File: src/icache_pkg.sv
package icache_pkg;

    // processor side addresses halfwords
    localparam int ADDR_W = 31;

    // one line is eight halfwords and matches the memory bus width
    localparam int LINE_W = 128;

    // line address is the halfword address without the offset
    localparam int LINE_ADDR_W = 28;

    // line address split
    localparam int TAG_W   = 26;
    localparam int INDEX_W = 2;
    localparam int SETS    = 4;

    // halfword position inside a line
    localparam int OFFSET_W    = 3;
    localparam int LAST_OFFSET = 7;

    // fetch controller states
    // ST_IDLE    serving hits
    // ST_SPAN    second-line lookup for a 32-bit instruction across lines
    // ST_REFILL  waiting on memory
    // ST_FILL    writing the returned line into the store
    typedef enum logic [1:0] {
        ST_IDLE,
        ST_SPAN,
        ST_REFILL,
        ST_FILL
    } ctrl_state_e;

endpackage

File: src/cache_way_if.sv
interface cache_way_if;

    // set and tag from the store
    logic [icache_pkg::INDEX_W-1:0] set;
    logic [icache_pkg::TAG_W-1:0]   tag;
    logic [icache_pkg::LINE_W-1:0]  fill_data;
    logic                           write;

    // per-way lookup result
    logic                          hit;
    logic                          valid;
    logic [icache_pkg::LINE_W-1:0] rdata;

    modport store (
        output set, tag, fill_data, write,
        input  hit, valid, rdata
    );

    modport way (
        input  set, tag, fill_data, write,
        output hit, valid, rdata
    );

endinterface

File: src/icache_array_if.sv
interface icache_array_if;

    // lookup and fill address
    logic [icache_pkg::LINE_ADDR_W-1:0] line_addr;

    // refill path
    logic [icache_pkg::LINE_W-1:0] fill_data;
    logic                          fill;

    // lookup result is combinational on line_addr
    logic [icache_pkg::LINE_W-1:0] rdata;
    logic                          hit;

    modport ctrl (
        output line_addr, fill_data, fill,
        input  rdata, hit
    );

    modport array (
        input  line_addr, fill_data, fill,
        output rdata, hit
    );

endinterface

File: src/cache_sram_2way.sv
module cache_sram_2way (
    input logic           clk,
    input logic           proc_reset_i,
    icache_array_if.array arr
);

    cache_way_if way0_bus ();
    cache_way_if way1_bus ();

    logic [icache_pkg::INDEX_W-1:0] set;
    logic [icache_pkg::TAG_W-1:0]   tag;
    // least recently used way of each set
    logic [icache_pkg::SETS-1:0]    lru_q;
    logic                           victim;

    assign set = arr.line_addr[icache_pkg::INDEX_W-1:0];
    assign tag = arr.line_addr[icache_pkg::LINE_ADDR_W-1:icache_pkg::INDEX_W];

    // both ways see the same lookup
    assign way0_bus.set       = set;
    assign way0_bus.tag       = tag;
    assign way0_bus.fill_data = arr.fill_data;
    assign way1_bus.set       = set;
    assign way1_bus.tag       = tag;
    assign way1_bus.fill_data = arr.fill_data;

    // empty way first, way 0 before way 1, then lru
    always_comb begin
        if (!way0_bus.valid) begin
            victim = 1'b0;
        end else if (!way1_bus.valid) begin
            victim = 1'b1;
        end else begin
            victim = lru_q[set];
        end
    end

    assign way0_bus.write = arr.fill && !victim;
    assign way1_bus.write = arr.fill && victim;

    assign arr.hit   = way0_bus.hit || way1_bus.hit;
    assign arr.rdata = way1_bus.hit ? way1_bus.rdata : way0_bus.rdata;

    always_ff @(posedge clk) begin
        if (proc_reset_i) begin
            lru_q <= '0;
        end else if (arr.fill) begin
            // the freshly filled way becomes most recent
            lru_q[set] <= !victim;
        end else if (arr.hit) begin
            lru_q[set] <= way0_bus.hit;
        end
    end

    cache_way u_way0 (
        .clk          (clk),
        .proc_reset_i (proc_reset_i),
        .bus          (way0_bus.way)
    );

    cache_way u_way1 (
        .clk          (clk),
        .proc_reset_i (proc_reset_i),
        .bus          (way1_bus.way)
    );

    // a line is only ever placed in one way
    a_single_way_hit : assert property (
        @(posedge clk) disable iff (proc_reset_i) !(way0_bus.hit && way1_bus.hit)
    );

endmodule

File: src/cache_way.sv
module cache_way (
    input logic       clk,
    input logic       proc_reset_i,
    cache_way_if.way  bus
);

    logic [icache_pkg::SETS-1:0]   valid_q;
    logic [icache_pkg::TAG_W-1:0]  tag_q  [icache_pkg::SETS];
    logic [icache_pkg::LINE_W-1:0] data_q [icache_pkg::SETS];

    // per-set valid bits
    always_ff @(posedge clk) begin
        if (proc_reset_i) begin
            valid_q <= '0;
        end else if (bus.write) begin
            valid_q[bus.set] <= 1'b1;
        end
    end

    // tag and line storage
    always_ff @(posedge clk) begin
        if (bus.write) begin
            tag_q[bus.set]  <= bus.tag;
            data_q[bus.set] <= bus.fill_data;
        end
    end

    // lookup of the addressed set
    assign bus.valid = valid_q[bus.set];
    assign bus.rdata = data_q[bus.set];
    assign bus.hit   = valid_q[bus.set] && (tag_q[bus.set] == bus.tag);

endmodule

File: src/i_cache.sv
module i_cache (
    input  logic                               clk,
    input  logic                               proc_reset_i,
    input  logic                               proc_read_i,
    input  logic [icache_pkg::ADDR_W-1:0]      proc_addr_i,
    output logic [31:0]                        proc_rdata_o,
    output logic                               proc_stall_o,
    output logic                               mem_read_o,
    output logic [icache_pkg::LINE_ADDR_W-1:0] mem_addr_o,
    input  logic [icache_pkg::LINE_W-1:0]      mem_rdata_i,
    input  logic                               mem_ready_i
);

    // controller to two-way store
    icache_array_if arr_bus ();

    icache_ctrl u_ctrl (
        .clk          (clk),
        .proc_reset_i (proc_reset_i),
        .proc_read_i  (proc_read_i),
        .proc_addr_i  (proc_addr_i),
        .proc_rdata_o (proc_rdata_o),
        .proc_stall_o (proc_stall_o),
        .mem_read_o   (mem_read_o),
        .mem_addr_o   (mem_addr_o),
        .mem_rdata_i  (mem_rdata_i),
        .mem_ready_i  (mem_ready_i),
        .arr          (arr_bus.ctrl)
    );

    cache_sram_2way u_sram (
        .clk          (clk),
        .proc_reset_i (proc_reset_i),
        .arr          (arr_bus.array)
    );

endmodule

File: src/icache_ctrl.sv
module icache_ctrl (
    input  logic                               clk,
    input  logic                               proc_reset_i,
    input  logic                               proc_read_i,
    input  logic [icache_pkg::ADDR_W-1:0]      proc_addr_i,
    output logic [31:0]                        proc_rdata_o,
    output logic                               proc_stall_o,
    output logic                               mem_read_o,
    output logic [icache_pkg::LINE_ADDR_W-1:0] mem_addr_o,
    input  logic [icache_pkg::LINE_W-1:0]      mem_rdata_i,
    input  logic                               mem_ready_i,
    icache_array_if.ctrl                       arr
);

    icache_pkg::ctrl_state_e state_q;
    icache_pkg::ctrl_state_e state_d;

    logic [icache_pkg::OFFSET_W-1:0]    offset;
    logic [icache_pkg::LINE_ADDR_W-1:0] req_line;
    logic [icache_pkg::LINE_ADDR_W-1:0] next_line;
    logic [icache_pkg::LINE_W-1:0]      line_shift;
    logic                               span_need;
    logic                               enter_span;
    logic                               span_done;

    // span_q is set while working on the second line
    // done_q marks a ready spanning word
    logic                          span_q;
    logic                          done_q;
    logic [15:0]                   last_half_q;
    logic [15:0]                   next_half_q;
    logic [icache_pkg::LINE_W-1:0] fill_q;

    assign offset    = proc_addr_i[icache_pkg::OFFSET_W-1:0];
    assign req_line  = proc_addr_i[icache_pkg::ADDR_W-1:icache_pkg::OFFSET_W];
    assign next_line = req_line + 1'b1;

    assign arr.line_addr = span_q ? next_line : req_line;
    assign arr.fill_data = fill_q;
    assign arr.fill      = (state_q == icache_pkg::ST_FILL);

    // window starts at the requested halfword
    // at the last offset the upper half shifts in as zero
    assign line_shift = arr.rdata >> {offset, 4'b0000};

    // 32-bit instruction sitting in the last halfword
    assign span_need = (offset == icache_pkg::OFFSET_W'(icache_pkg::LAST_OFFSET))
                    && (line_shift[1:0] == 2'b11);

    always_comb begin
        state_d = state_q;
        case (state_q)
            icache_pkg::ST_IDLE: begin
                if (proc_read_i && !done_q) begin
                    if (!arr.hit) begin
                        state_d = icache_pkg::ST_REFILL;
                    end else if (span_need) begin
                        state_d = icache_pkg::ST_SPAN;
                    end
                end
            end
            icache_pkg::ST_SPAN: begin
                state_d = arr.hit ? icache_pkg::ST_IDLE : icache_pkg::ST_REFILL;
            end
            icache_pkg::ST_REFILL: begin
                if (mem_ready_i) begin
                    state_d = icache_pkg::ST_FILL;
                end
            end
            icache_pkg::ST_FILL: begin
                // a refill of the next line goes back for its lookup
                state_d = span_q ? icache_pkg::ST_SPAN : icache_pkg::ST_IDLE;
            end
            default: begin
                state_d = icache_pkg::ST_IDLE;
            end
        endcase
    end

    assign enter_span = (state_q == icache_pkg::ST_IDLE) && (state_d == icache_pkg::ST_SPAN);
    assign span_done  = (state_q == icache_pkg::ST_SPAN) && arr.hit;

    always_ff @(posedge clk) begin
        if (proc_reset_i) begin
            state_q <= icache_pkg::ST_IDLE;
            span_q  <= 1'b0;
            done_q  <= 1'b0;
        end else begin
            state_q <= state_d;
            done_q  <= span_done;
            if (enter_span) begin
                span_q <= 1'b1;
            end else if (span_done) begin
                span_q <= 1'b0;
            end
        end
    end

    // halves of a spanning word and the returned line
    always_ff @(posedge clk) begin
        if (enter_span) begin
            last_half_q <= line_shift[15:0];
        end
        if (span_done) begin
            next_half_q <= arr.rdata[15:0];
        end
        if ((state_q == icache_pkg::ST_REFILL) && mem_ready_i) begin
            fill_q <= mem_rdata_i;
        end
    end

    assign proc_rdata_o = done_q ? {next_half_q, last_half_q} : line_shift[31:0];

    assign proc_stall_o = (state_q != icache_pkg::ST_IDLE)
                       || (proc_read_i && !done_q && (!arr.hit || span_need));

    assign mem_read_o = (state_q == icache_pkg::ST_REFILL);
    assign mem_addr_o = arr.line_addr;

    // request must hold until memory answers
    a_mem_addr_stable : assert property (
        @(posedge clk) disable iff (proc_reset_i)
        mem_read_o && !mem_ready_i |=> $stable(mem_addr_o)
    );

    // a refill never targets a line the store already holds
    a_fill_on_miss : assert property (
        @(posedge clk) disable iff (proc_reset_i)
        arr.fill |-> !arr.hit
    );

endmodule

File: config.mk
export PLATFORM = sky130hd
export DESIGN_NAME = i_cache
export DESIGN_NICKNAME = d
export VERILOG_FILES = /design/src/icache_pkg.sv /design/src/cache_way_if.sv /design/src/icache_array_if.sv /design/src/cache_sram_2way.sv /design/src/cache_way.sv /design/src/i_cache.sv /design/src/icache_ctrl.sv
export SDC_FILE = /design/constraint.sdc
export NUM_CORES = 2
export LEC_CHECK = 0
export BUFFER_PORTS_ARGS = -buffer_cell sky130_fd_sc_hd__buf_2
export CAP_MARGIN = 30
export CELL_PAD_IN_SITES_DETAIL_PLACEMENT = 1
export CELL_PAD_IN_SITES_GLOBAL_PLACEMENT = 1
export CORE_UTILIZATION = 46
export CTS_CLUSTER_DIAMETER = 30
export DETAILED_ROUTE_END_ITERATION = 16
export GPL_TIMING_DRIVEN = 0
export PLACE_DENSITY_LB_ADDON = 0.1
export SYNTH_ARGS = -nofsm -noshare
export SYNTH_HDL_FRONTEND = slang
export SYNTH_SLANG_ARGS = --single-unit
File: constraint.sdc
create_clock -name clk -period 52.6 [get_ports clk]
set_input_delay 10.52 -clock clk [delete_from_list [all_inputs] [get_ports clk]]
set_output_delay 10.52 -clock clk [all_outputs]
set_load 0.005 [all_outputs]
; ---- Word-level counts from Yosys, hierarchy flattened
; Memories as Yosys holds them, arrays and structs flattened.
; Cells that the tools add are included.
[totals]
reg_bits = 176
latch_bits = 0
ram_bits = 1232
mem_bits_ro = 0
word_cells = 78
mem_count = 4
[mem_list]
columns = name, depth, word_bits, read_ports, rd_ports_with_merged_regs, wr, line
row1 = u_sram.u_way0.data_q, 4, 128, 1, 0, 1, cache_way.sv:9  ; logic [icache_pkg::LINE_W-1:0] data_q [icache_pkg::SETS];
row2 = u_sram.u_way1.data_q, 4, 128, 1, 0, 1, cache_way.sv:9
row3 = u_sram.u_way0.tag_q, 4, 26, 1, 0, 1, cache_way.sv:8  ; logic [icache_pkg::TAG_W-1:0] tag_q [icache_pkg::SETS];
row4 = u_sram.u_way1.tag_q, 4, 26, 1, 0, 1, cache_way.sv:8
[op_classes]
addsub = 1
mul = 0
n_div = 0
n_lt_le_gt_ge = 2
eq_ne = 8
shift = 1
n_mux = 30
n_bitwise = 2
n_reduce_logical = 21
[op_table]
columns = op, n
row1 = 128-bit 2-to-1 mux, 1
row2 = 128-bit by 7-bit right shift with 32-bit output, 1
row3 = 26-bit equality test, 2
row4 = 32-bit 2-to-1 mux, 1
row5 = "28-bit by 1-bit adder with 28-bit output, second input constant", 1
row6 = 28-bit 2-to-1 mux, 1
row7 = 1-bit 2-to-1 mux, 13
row8 = 1-bit logical AND, 11
row9 = 2-bit 2-to-1 mux, 5
row10 = 4-bit bitwise mux, 2
row11 = 4-bit 2-to-1 mux, 2
row12 = 4-bit OR, 2
row13 = 2-bit one-hot mux with 4 select lines, 1
row14 = 1-bit binary-select mux with 2-bit select, 3
row15 = "2-bit equality test, second input constant", 3
row16 = 2-bit nonzero test, 3
row17 = "2-bit by 1-bit equality test with 1-bit output, second input constant", 2
row18 = "3-bit equality test, second input constant", 1
row19 = 1-bit zero test, 3
row20 = 1-bit logical OR, 3
row21 = "2-bit by 3-bit less-than comparator with 1-bit output, second input constant", 1
row22 = 1-bit demux with 2-bit select, 1
row23 = "2-bit by 1-bit >= comparator with 1-bit output, second input constant", 1
row24 = 2-bit zero test, 1

; ---- Logic depth before layout (Yosys ltp)
[depth]
depth_word = 16
depth_mapped = 18
ltp_nobuf = 12

; ---- Modules after synthesis
; Synthesis repeated with hierarchy kept, for this count alone.
[unflattened]
hier_cells = 2470
area_unflattened_um2 = 55538.3
[modules_own_cells]
columns = mod, instances, cells_per_inst, area_per_inst_um2, seq_area_each_um2
row1 = cache_way at u_sram.u_way1, 1, 904, 22786.9, 18577.8
row2 = cache_way at u_sram.u_way0, 1, 904, 22774.3, 18577.8
row3 = icache_ctrl, 1, 491, 8164.1, 4884.7
row4 = cache_sram_2way, 1, 171, 1813.0, 80.1

; ---- Worst setup path before layout
; No wires, ideal clock.
[synth_path]
path_type = input port to output port
from = input port proc_addr_i[7] (netlist name)
to = output port proc_rdata_o[15]
t_arrival_ps = 14154
t_required_ps = 42080
setup_slack_ps = 27926
stages = 14
path_buffers = 3
path_cell_list = clkbuf_1 > nand4_2 > nor3_2 > xor2_1 > xnor2_1 > or4_4 > nor4_4 > and3_1 > buf_4 > buf_6 > mux2i_1 > nor2_1 > or4_1 > o31a_1
[synth_via]
elab_chain_len = 7
[synth_rtl]
columns = element, line
row1 = start: declaration, i_cache.sv:5  ; input logic [icache_pkg::ADDR_W-1:0] proc_addr_i,
row2 = 28-bit by 1-bit adder with 28-bit output, icache_ctrl.sv:36  ; assign next_line = req_line + 1'b1;
row3 = 28-bit 2-to-1 mux, icache_ctrl.sv:38  ; assign arr.line_addr = span_q ? next_line : req_line;
row4 = "via mem_addr_o, one bit", i_cache.sv:9  ; output logic [icache_pkg::LINE_ADDR_W-1:0] mem_addr_o,
row5 = 26-bit equality test, cache_way.sv:31  ; assign bus.hit = valid_q[bus.set] && (tag_q[bus.set] == bus.tag);
row6 = 1-bit logical AND, cache_way.sv:31
row7 = 128-bit 2-to-1 mux, cache_sram_2way.sv:42  ; assign arr.rdata = way1_bus.hit ? way1_bus.rdata : way0_bus.rdata;
row8 = 128-bit by 7-bit right shift with 32-bit output, icache_ctrl.sv:44  ; assign line_shift = arr.rdata >> {offset, 4'b0000};
row9 = 32-bit 2-to-1 mux, icache_ctrl.sv:112  ; assign proc_rdata_o = done_q ? {next_half_q, last_half_q} : line_shift[31:0];
row10 = end: declaration, i_cache.sv:6  ; output logic [31:0] proc_rdata_o,
; The timed path passes the listed nets, and every way through them passes these cells.

; ---- Worst setup path in the final report
[layout_path]
from = input port proc_addr_i[3] (netlist name)
to = output port proc_rdata_o[20]
[layout_via]
elab_chain_len = 8
elab_cells_between_ends = 12
classes_between = add/sub (1) / eq/ne (1) / shift (1) / mux (5) / reduce/logical (1) / memory (3)
[layout_rtl]
columns = element, line
row1 = 28-bit by 1-bit adder with 28-bit output, icache_ctrl.sv:36
row2 = 28-bit 2-to-1 mux *, icache_ctrl.sv:38
row3 = memory 4 x 26 bit or 1-bit binary-select mux with 2-bit select (tied branches), -
row4 = 26-bit equality test or 1-bit 2-to-1 mux (tied branches), cache_way.sv:31
row5 = 1-bit logical AND, cache_way.sv:31
row6 = 128-bit 2-to-1 mux *, cache_sram_2way.sv:42
row7 = 128-bit by 7-bit right shift with 32-bit output *, icache_ctrl.sv:44
row8 = 32-bit 2-to-1 mux *, icache_ctrl.sv:112
; Mark *: on every way between the ends. The rest lies on a longest branch, timed or not. The select of a mux whose other input is x is not followed.

==> metrics.sh <==
TOTAL_NETS_FINAL=3541
TRACK_USAGE=0.273
LAYOUT-DRIVE-GT1-SHARE=0.329
WORST_CLOCK_SKEW_NS=0.0719
AREA.GROWTH.SYNTH_TO_FINAL_PCT=26.9
TRITONCTS_CLOCK_TREE='done'
VIAS_PER_CELL=5.90
SYNTH_AREA_UM2=55800
SYNTHMOSTINSTANTIATEDCELL='sky130_fd_sc_hd__edfxtp_1'
POST-ROUTE-MIN-PERIOD_NS=27.78
CRITPATHTOPFAMILY='buffers and inverters'
GRT_OVERFLOW_TOTAL=0
SYNTH_CELLS=2748
DPL-INSTANCE-AREA_UM2=60600
SYNTH_COMMONEST_CELLS='1392 x sky130_fd_sc_hd__edfxtp_1, 313 x sky130_fd_sc_hd__mux4_2, 118 x sky130_fd_sc_hd__mux2i_1, 116 x sky130_fd_sc_hd__nand2_1, 75 x sky130_fd_sc_hd__clkbuf_1'
TIMING_WORST_SETUP_PATH_TYPE='input port to output port'
TIMING.HOLD.WORST.CLASS='flop to flop'
CTS.REPAIR.RESIZED=0
FINAL-SEQ-AREA_UM2=42100
CLK_PIN_SLEW_WORST_PATHS_NS=0.04
GLOBAL_ROUTE_WIRE_LENGTH_BEFORE_REPAIR_UM=236000
IR_WORST_VDD_mV=0.0393
CTS-BUFFERS-INSERTED=308
FIRST_GLOBAL_VIAS=32800
CRITICAL_PATH.MAX_FANOUT=10
FINAL_AREA_UM2=70800
POSTCTSHOLDBUFS=0
FLOORPLAN.ROWS=127
MULTI_INPUT_LOGIC_AREA_UM2=12900
LAYOUT_WORST_PATH_CYCLE_SHARE=0.528
DRTANTENNAVIOLNETS=0
TOTALWIRELENGTH_UM=165000
ROUTABILITYCONGESTION=0.904
CTS_ROOT_BUFFER='sky130_fd_sc_hd__clkbuf_16'
INSERTION_DELAY_NS=0.91
TIMING.MAX_SLEW.REL_SLACK=0.302
CTS_BUFFER_DEPTH=4
CPMOSTUSEDCELL='sky130_fd_sc_hd__clkbuf_1'
DRT-WIRELENGTH-PER-CELL_UM=31.6
CELLLEAKAGEPOWER_nW=23.7
DR_TOTAL_VIAS=30800
CRITICAL_PATH.CELL_CHAIN='buf_2 -> ha_1 -> mux2i_1 -> buf_4 -> buf_4 -> clkbuf_1 -> clkbuf_1 -> clkbuf_1 -> clkbuf_1 -> mux4_2 -> mux2i_1 -> o21ai_0 -> o22ai_1 -> a31oi_1 -> buf_2'
INITIAL_CORE_UTIL=0.464
FILLERS=10400
SYNTH.FF_LATCH_COUNT=1408
POWER_PER_UNIT_OF_STANDARD_CELL_AREA_nW_PER_UM2=46.2
SETUP.WORST_PATH.START_CLASS='input port'
SYNTH.YOSYS.SEQ_AREA_SHARE=0.755
PIN_COUNT=225
CELLS_TAKING_THE_MOST_AREA_AFTER_SYNTHESIS='sky130_fd_sc_hd__edfxtp_1 75%, sky130_fd_sc_hd__mux4_2 13%, sky130_fd_sc_hd__mux2i_1 2.1%'
SYNTH.NET_COUNT=2912
SYNTH_TOP_AREA_SHARE=0.750
MAX_STAGE_DELAY_NS=0.81
DRT_PRE_ANTENNA_ITERS=5
DP.FINAL_HPWL_UM=109000
WP_DATA_ARRIVAL_NS=17.26
CTS_SETUP_BUFFERS=0
SYNTH_EDF_COUNT=1392
TRITONCTS_NUM_SINKS=1408
CTS_MAX_LEVEL=5
YS_TYPES=78
SYNTH_ASYNC_SR_FLOP_SHARE=0
DRT_FIRST_ITER_VIOLATIONS=3093
SYNTH_TOP_FLOP_CELL='sky130_fd_sc_hd__edfxtp_1'
MAX-CAP-VIOLATIONS=0
MAXCLOCKFREQUENCY_MHz=36.0
SYNTHESIS.YOSYS.WARNINGS=0
TIMING.FINAL.SETUP_VIOLATIONS=0
LARGEST_NET_DEGREE_AT_THE_START_OF_GLOBAL_ROUTING=48
PORT_BUFFERS=219
HOLD_VIOL=0
WORST_PATH_MAX_DELAY_CELL='sky130_fd_sc_hd__clkbuf_1'
DRCVIOLATIONCOUNT=0
POST-SYNTH-TOP-AREA-CELL='sky130_fd_sc_hd__edfxtp_1'
DESIGN.CORE.AREA_UM2=120000
RESULT_OF_THE_RUN='finished clean'
END_KIND='output port'
ANTENNA_FOUND_INITIAL=9
CRIT_REQUIRED_NS=42.08
POWER.TOTAL_W=0.00327
FP.DIEH_UM=350
MAXSLEWVIOLCOUNT=0
SYN-MEAN-INSTANCE-AREA_UM2=20.3
RSZ0062_AT_GRT='no'
CRITICAL_PATH_BUF_INV_COUNT=8
AREA_OF_THE_DIE_UM2=123000
DIEWIDTH_UM=350
FIN_TNS_SETUP_NS=0
TIGHTEST_SLEW_NS=1.02
[state kept, by name, summed over array words and instances, names as in the netlist]
name	count
u_sram.u_way0.tag_q	104
u_ctrl.next_half_q	16
u_ctrl.done_q	1
u_sram.u_way1.data_q	512
u_sram.u_way0.valid_q	4
u_ctrl.last_half_q	16
u_sram.u_way0.data_q	512
u_ctrl.state_q	2
u_ctrl.arr.fill_data	128
u_ctrl.span_q	1
u_sram.u_way1.tag_q	104
u_sram.lru_q	4
u_sram.u_way1.valid_q	4
[cell families (layout without fill, tap and decap cells)]
logic type,after synthesis,in the layout,share of synthesized area
AOI/OAI and AO/OA,270,270,0.0321
adders and majority gates,1,1,0.000224
and+or+nand+nor,392,392,0.0374
muxes,451,451,0.152
other,0,1,0
xor gates and xnor gates,51,51,0.00888
DFF,1408,1408,0.755
buffers and inverters,175,1032,0.0144
[per-layer routing]
metal,share of wire,GRT usage
met5,0.000042,0
met4,0.022,0.0818
met3,0.070,0.0539
met2,0.48,0.435
met1,0.43,0.384
[power breakdown]
part	switching (W)	leakage, nW	internal (W)
Combinational	0.0000756	6.03	0.0000468
Sequential	0.00000835	12.7	0.00124
Clock	0.000592	4.95	0.00131
Total	0.000676	23.7	0.00260
[final timing paths]
kind | startpoint | slack, ns | cells past startpoint | to
setup reg to reg | u_ctrl.span_q$_SDFFE_PP0P_ | 44.71 | 17 | u_sram.u_way1.data_q[0][60]$_DFFE_PP_
hold reg to reg | u_sram.u_way0.valid_q[3]$_SDFFE_PP0P_ | 0.48 | 2 | u_sram.u_way0.valid_q[3]$_SDFFE_PP0P_
hold / removal | u_sram.u_way0.valid_q[3]$_SDFFE_PP0P_ | 0.48 | 2 | u_sram.u_way0.valid_q[3]$_SDFFE_PP0P_
setup / recovery | proc_addr_i[3] | 24.82 | 15 | proc_rdata_o[20]
[per-stage QoR]
| step | std cells | hold slack [ns] | utilization | setup slack (ns) |
|---|---|---|---|---|
| global placement | 4579 | 0.447 | 0.490 | 12.58 |
| detailed placement | 4677 | 0.468 | 0.504 | 24.77 |
| finish | 5218 | 0.482 | 0.589 | 24.82 |
| CTS | 5215 | 0.484 | 0.589 | 24.77 |
| floorplan | 2748 | 0.435 | - | 27.93 |
| global route | 5217 | 0.510 | 0.589 | 24.63 |
[final cells by class]
cell class / count / share of cell area
Buffer: 137 / 0.00937
Clock buffer: 369 / 0.115
Antenna cell: 1 / 0.0000353
Tap cell: 1612 / 0.0285
Multi-Input combinational cell: 1165 / 0.182
Sequential cell: 1408 / 0.595
Inverter: 38 / 0.00201
Timing Repair Buffer: 319 / 0.0388
Clock inverter: 169 / 0.0291
[worst reg2reg max path: stages, from the launching register on]
cell and delay (ns):
sky130_fd_sc_hd__dfxtp_1 0.54, sky130_fd_sc_hd__buf_4 0.27, sky130_fd_sc_hd__mux2i_1 0.67, sky130_fd_sc_hd__buf_4 0.34
sky130_fd_sc_hd__buf_4 0.32, sky130_fd_sc_hd__clkbuf_1 0.72, sky130_fd_sc_hd__clkbuf_1 0.77, sky130_fd_sc_hd__clkbuf_1 0.78
sky130_fd_sc_hd__clkbuf_1 0.81, sky130_fd_sc_hd__inv_1 0.33, sky130_fd_sc_hd__nor3_2 0.74, sky130_fd_sc_hd__buf_6 0.26
sky130_fd_sc_hd__buf_6 0.17, sky130_fd_sc_hd__buf_8 0.16, sky130_fd_sc_hd__buf_6 0.16, sky130_fd_sc_hd__buf_6 0.18
sky130_fd_sc_hd__buf_6 0.18, sky130_fd_sc_hd__buf_6 0.19
[layout by cell type, fill, tap and decap left out, types with 22 or more instances in the layout]
cell type                   count
sky130_fd_sc_hd__or3_1         22
sky130_fd_sc_hd__clkbuf_16    316
sky130_fd_sc_hd__nand2_1      116
sky130_fd_sc_hd__o22ai_1       60
sky130_fd_sc_hd__buf_2        241
sky130_fd_sc_hd__clkinv_2      44
sky130_fd_sc_hd__xor2_1        28
sky130_fd_sc_hd__clkinv_1      35
sky130_fd_sc_hd__nand4_1       22
sky130_fd_sc_hd__clkbuf_1     124
sky130_fd_sc_hd__a21oi_1       57
sky130_fd_sc_hd__mux2i_1      118
sky130_fd_sc_hd__buf_4         22
sky130_fd_sc_hd__mux4_2       313
sky130_fd_sc_hd__inv_1         38
sky130_fd_sc_hd__o21ai_0       52
sky130_fd_sc_hd__nand3_1       34
sky130_fd_sc_hd__buf_6         44
sky130_fd_sc_hd__edfxtp_1    1392
sky130_fd_sc_hd__bufinv_16     44
sky130_fd_sc_hd__buf_8         23
sky130_fd_sc_hd__nor2_1        59
No activity file was read; power rests on OpenSTA's default activity.
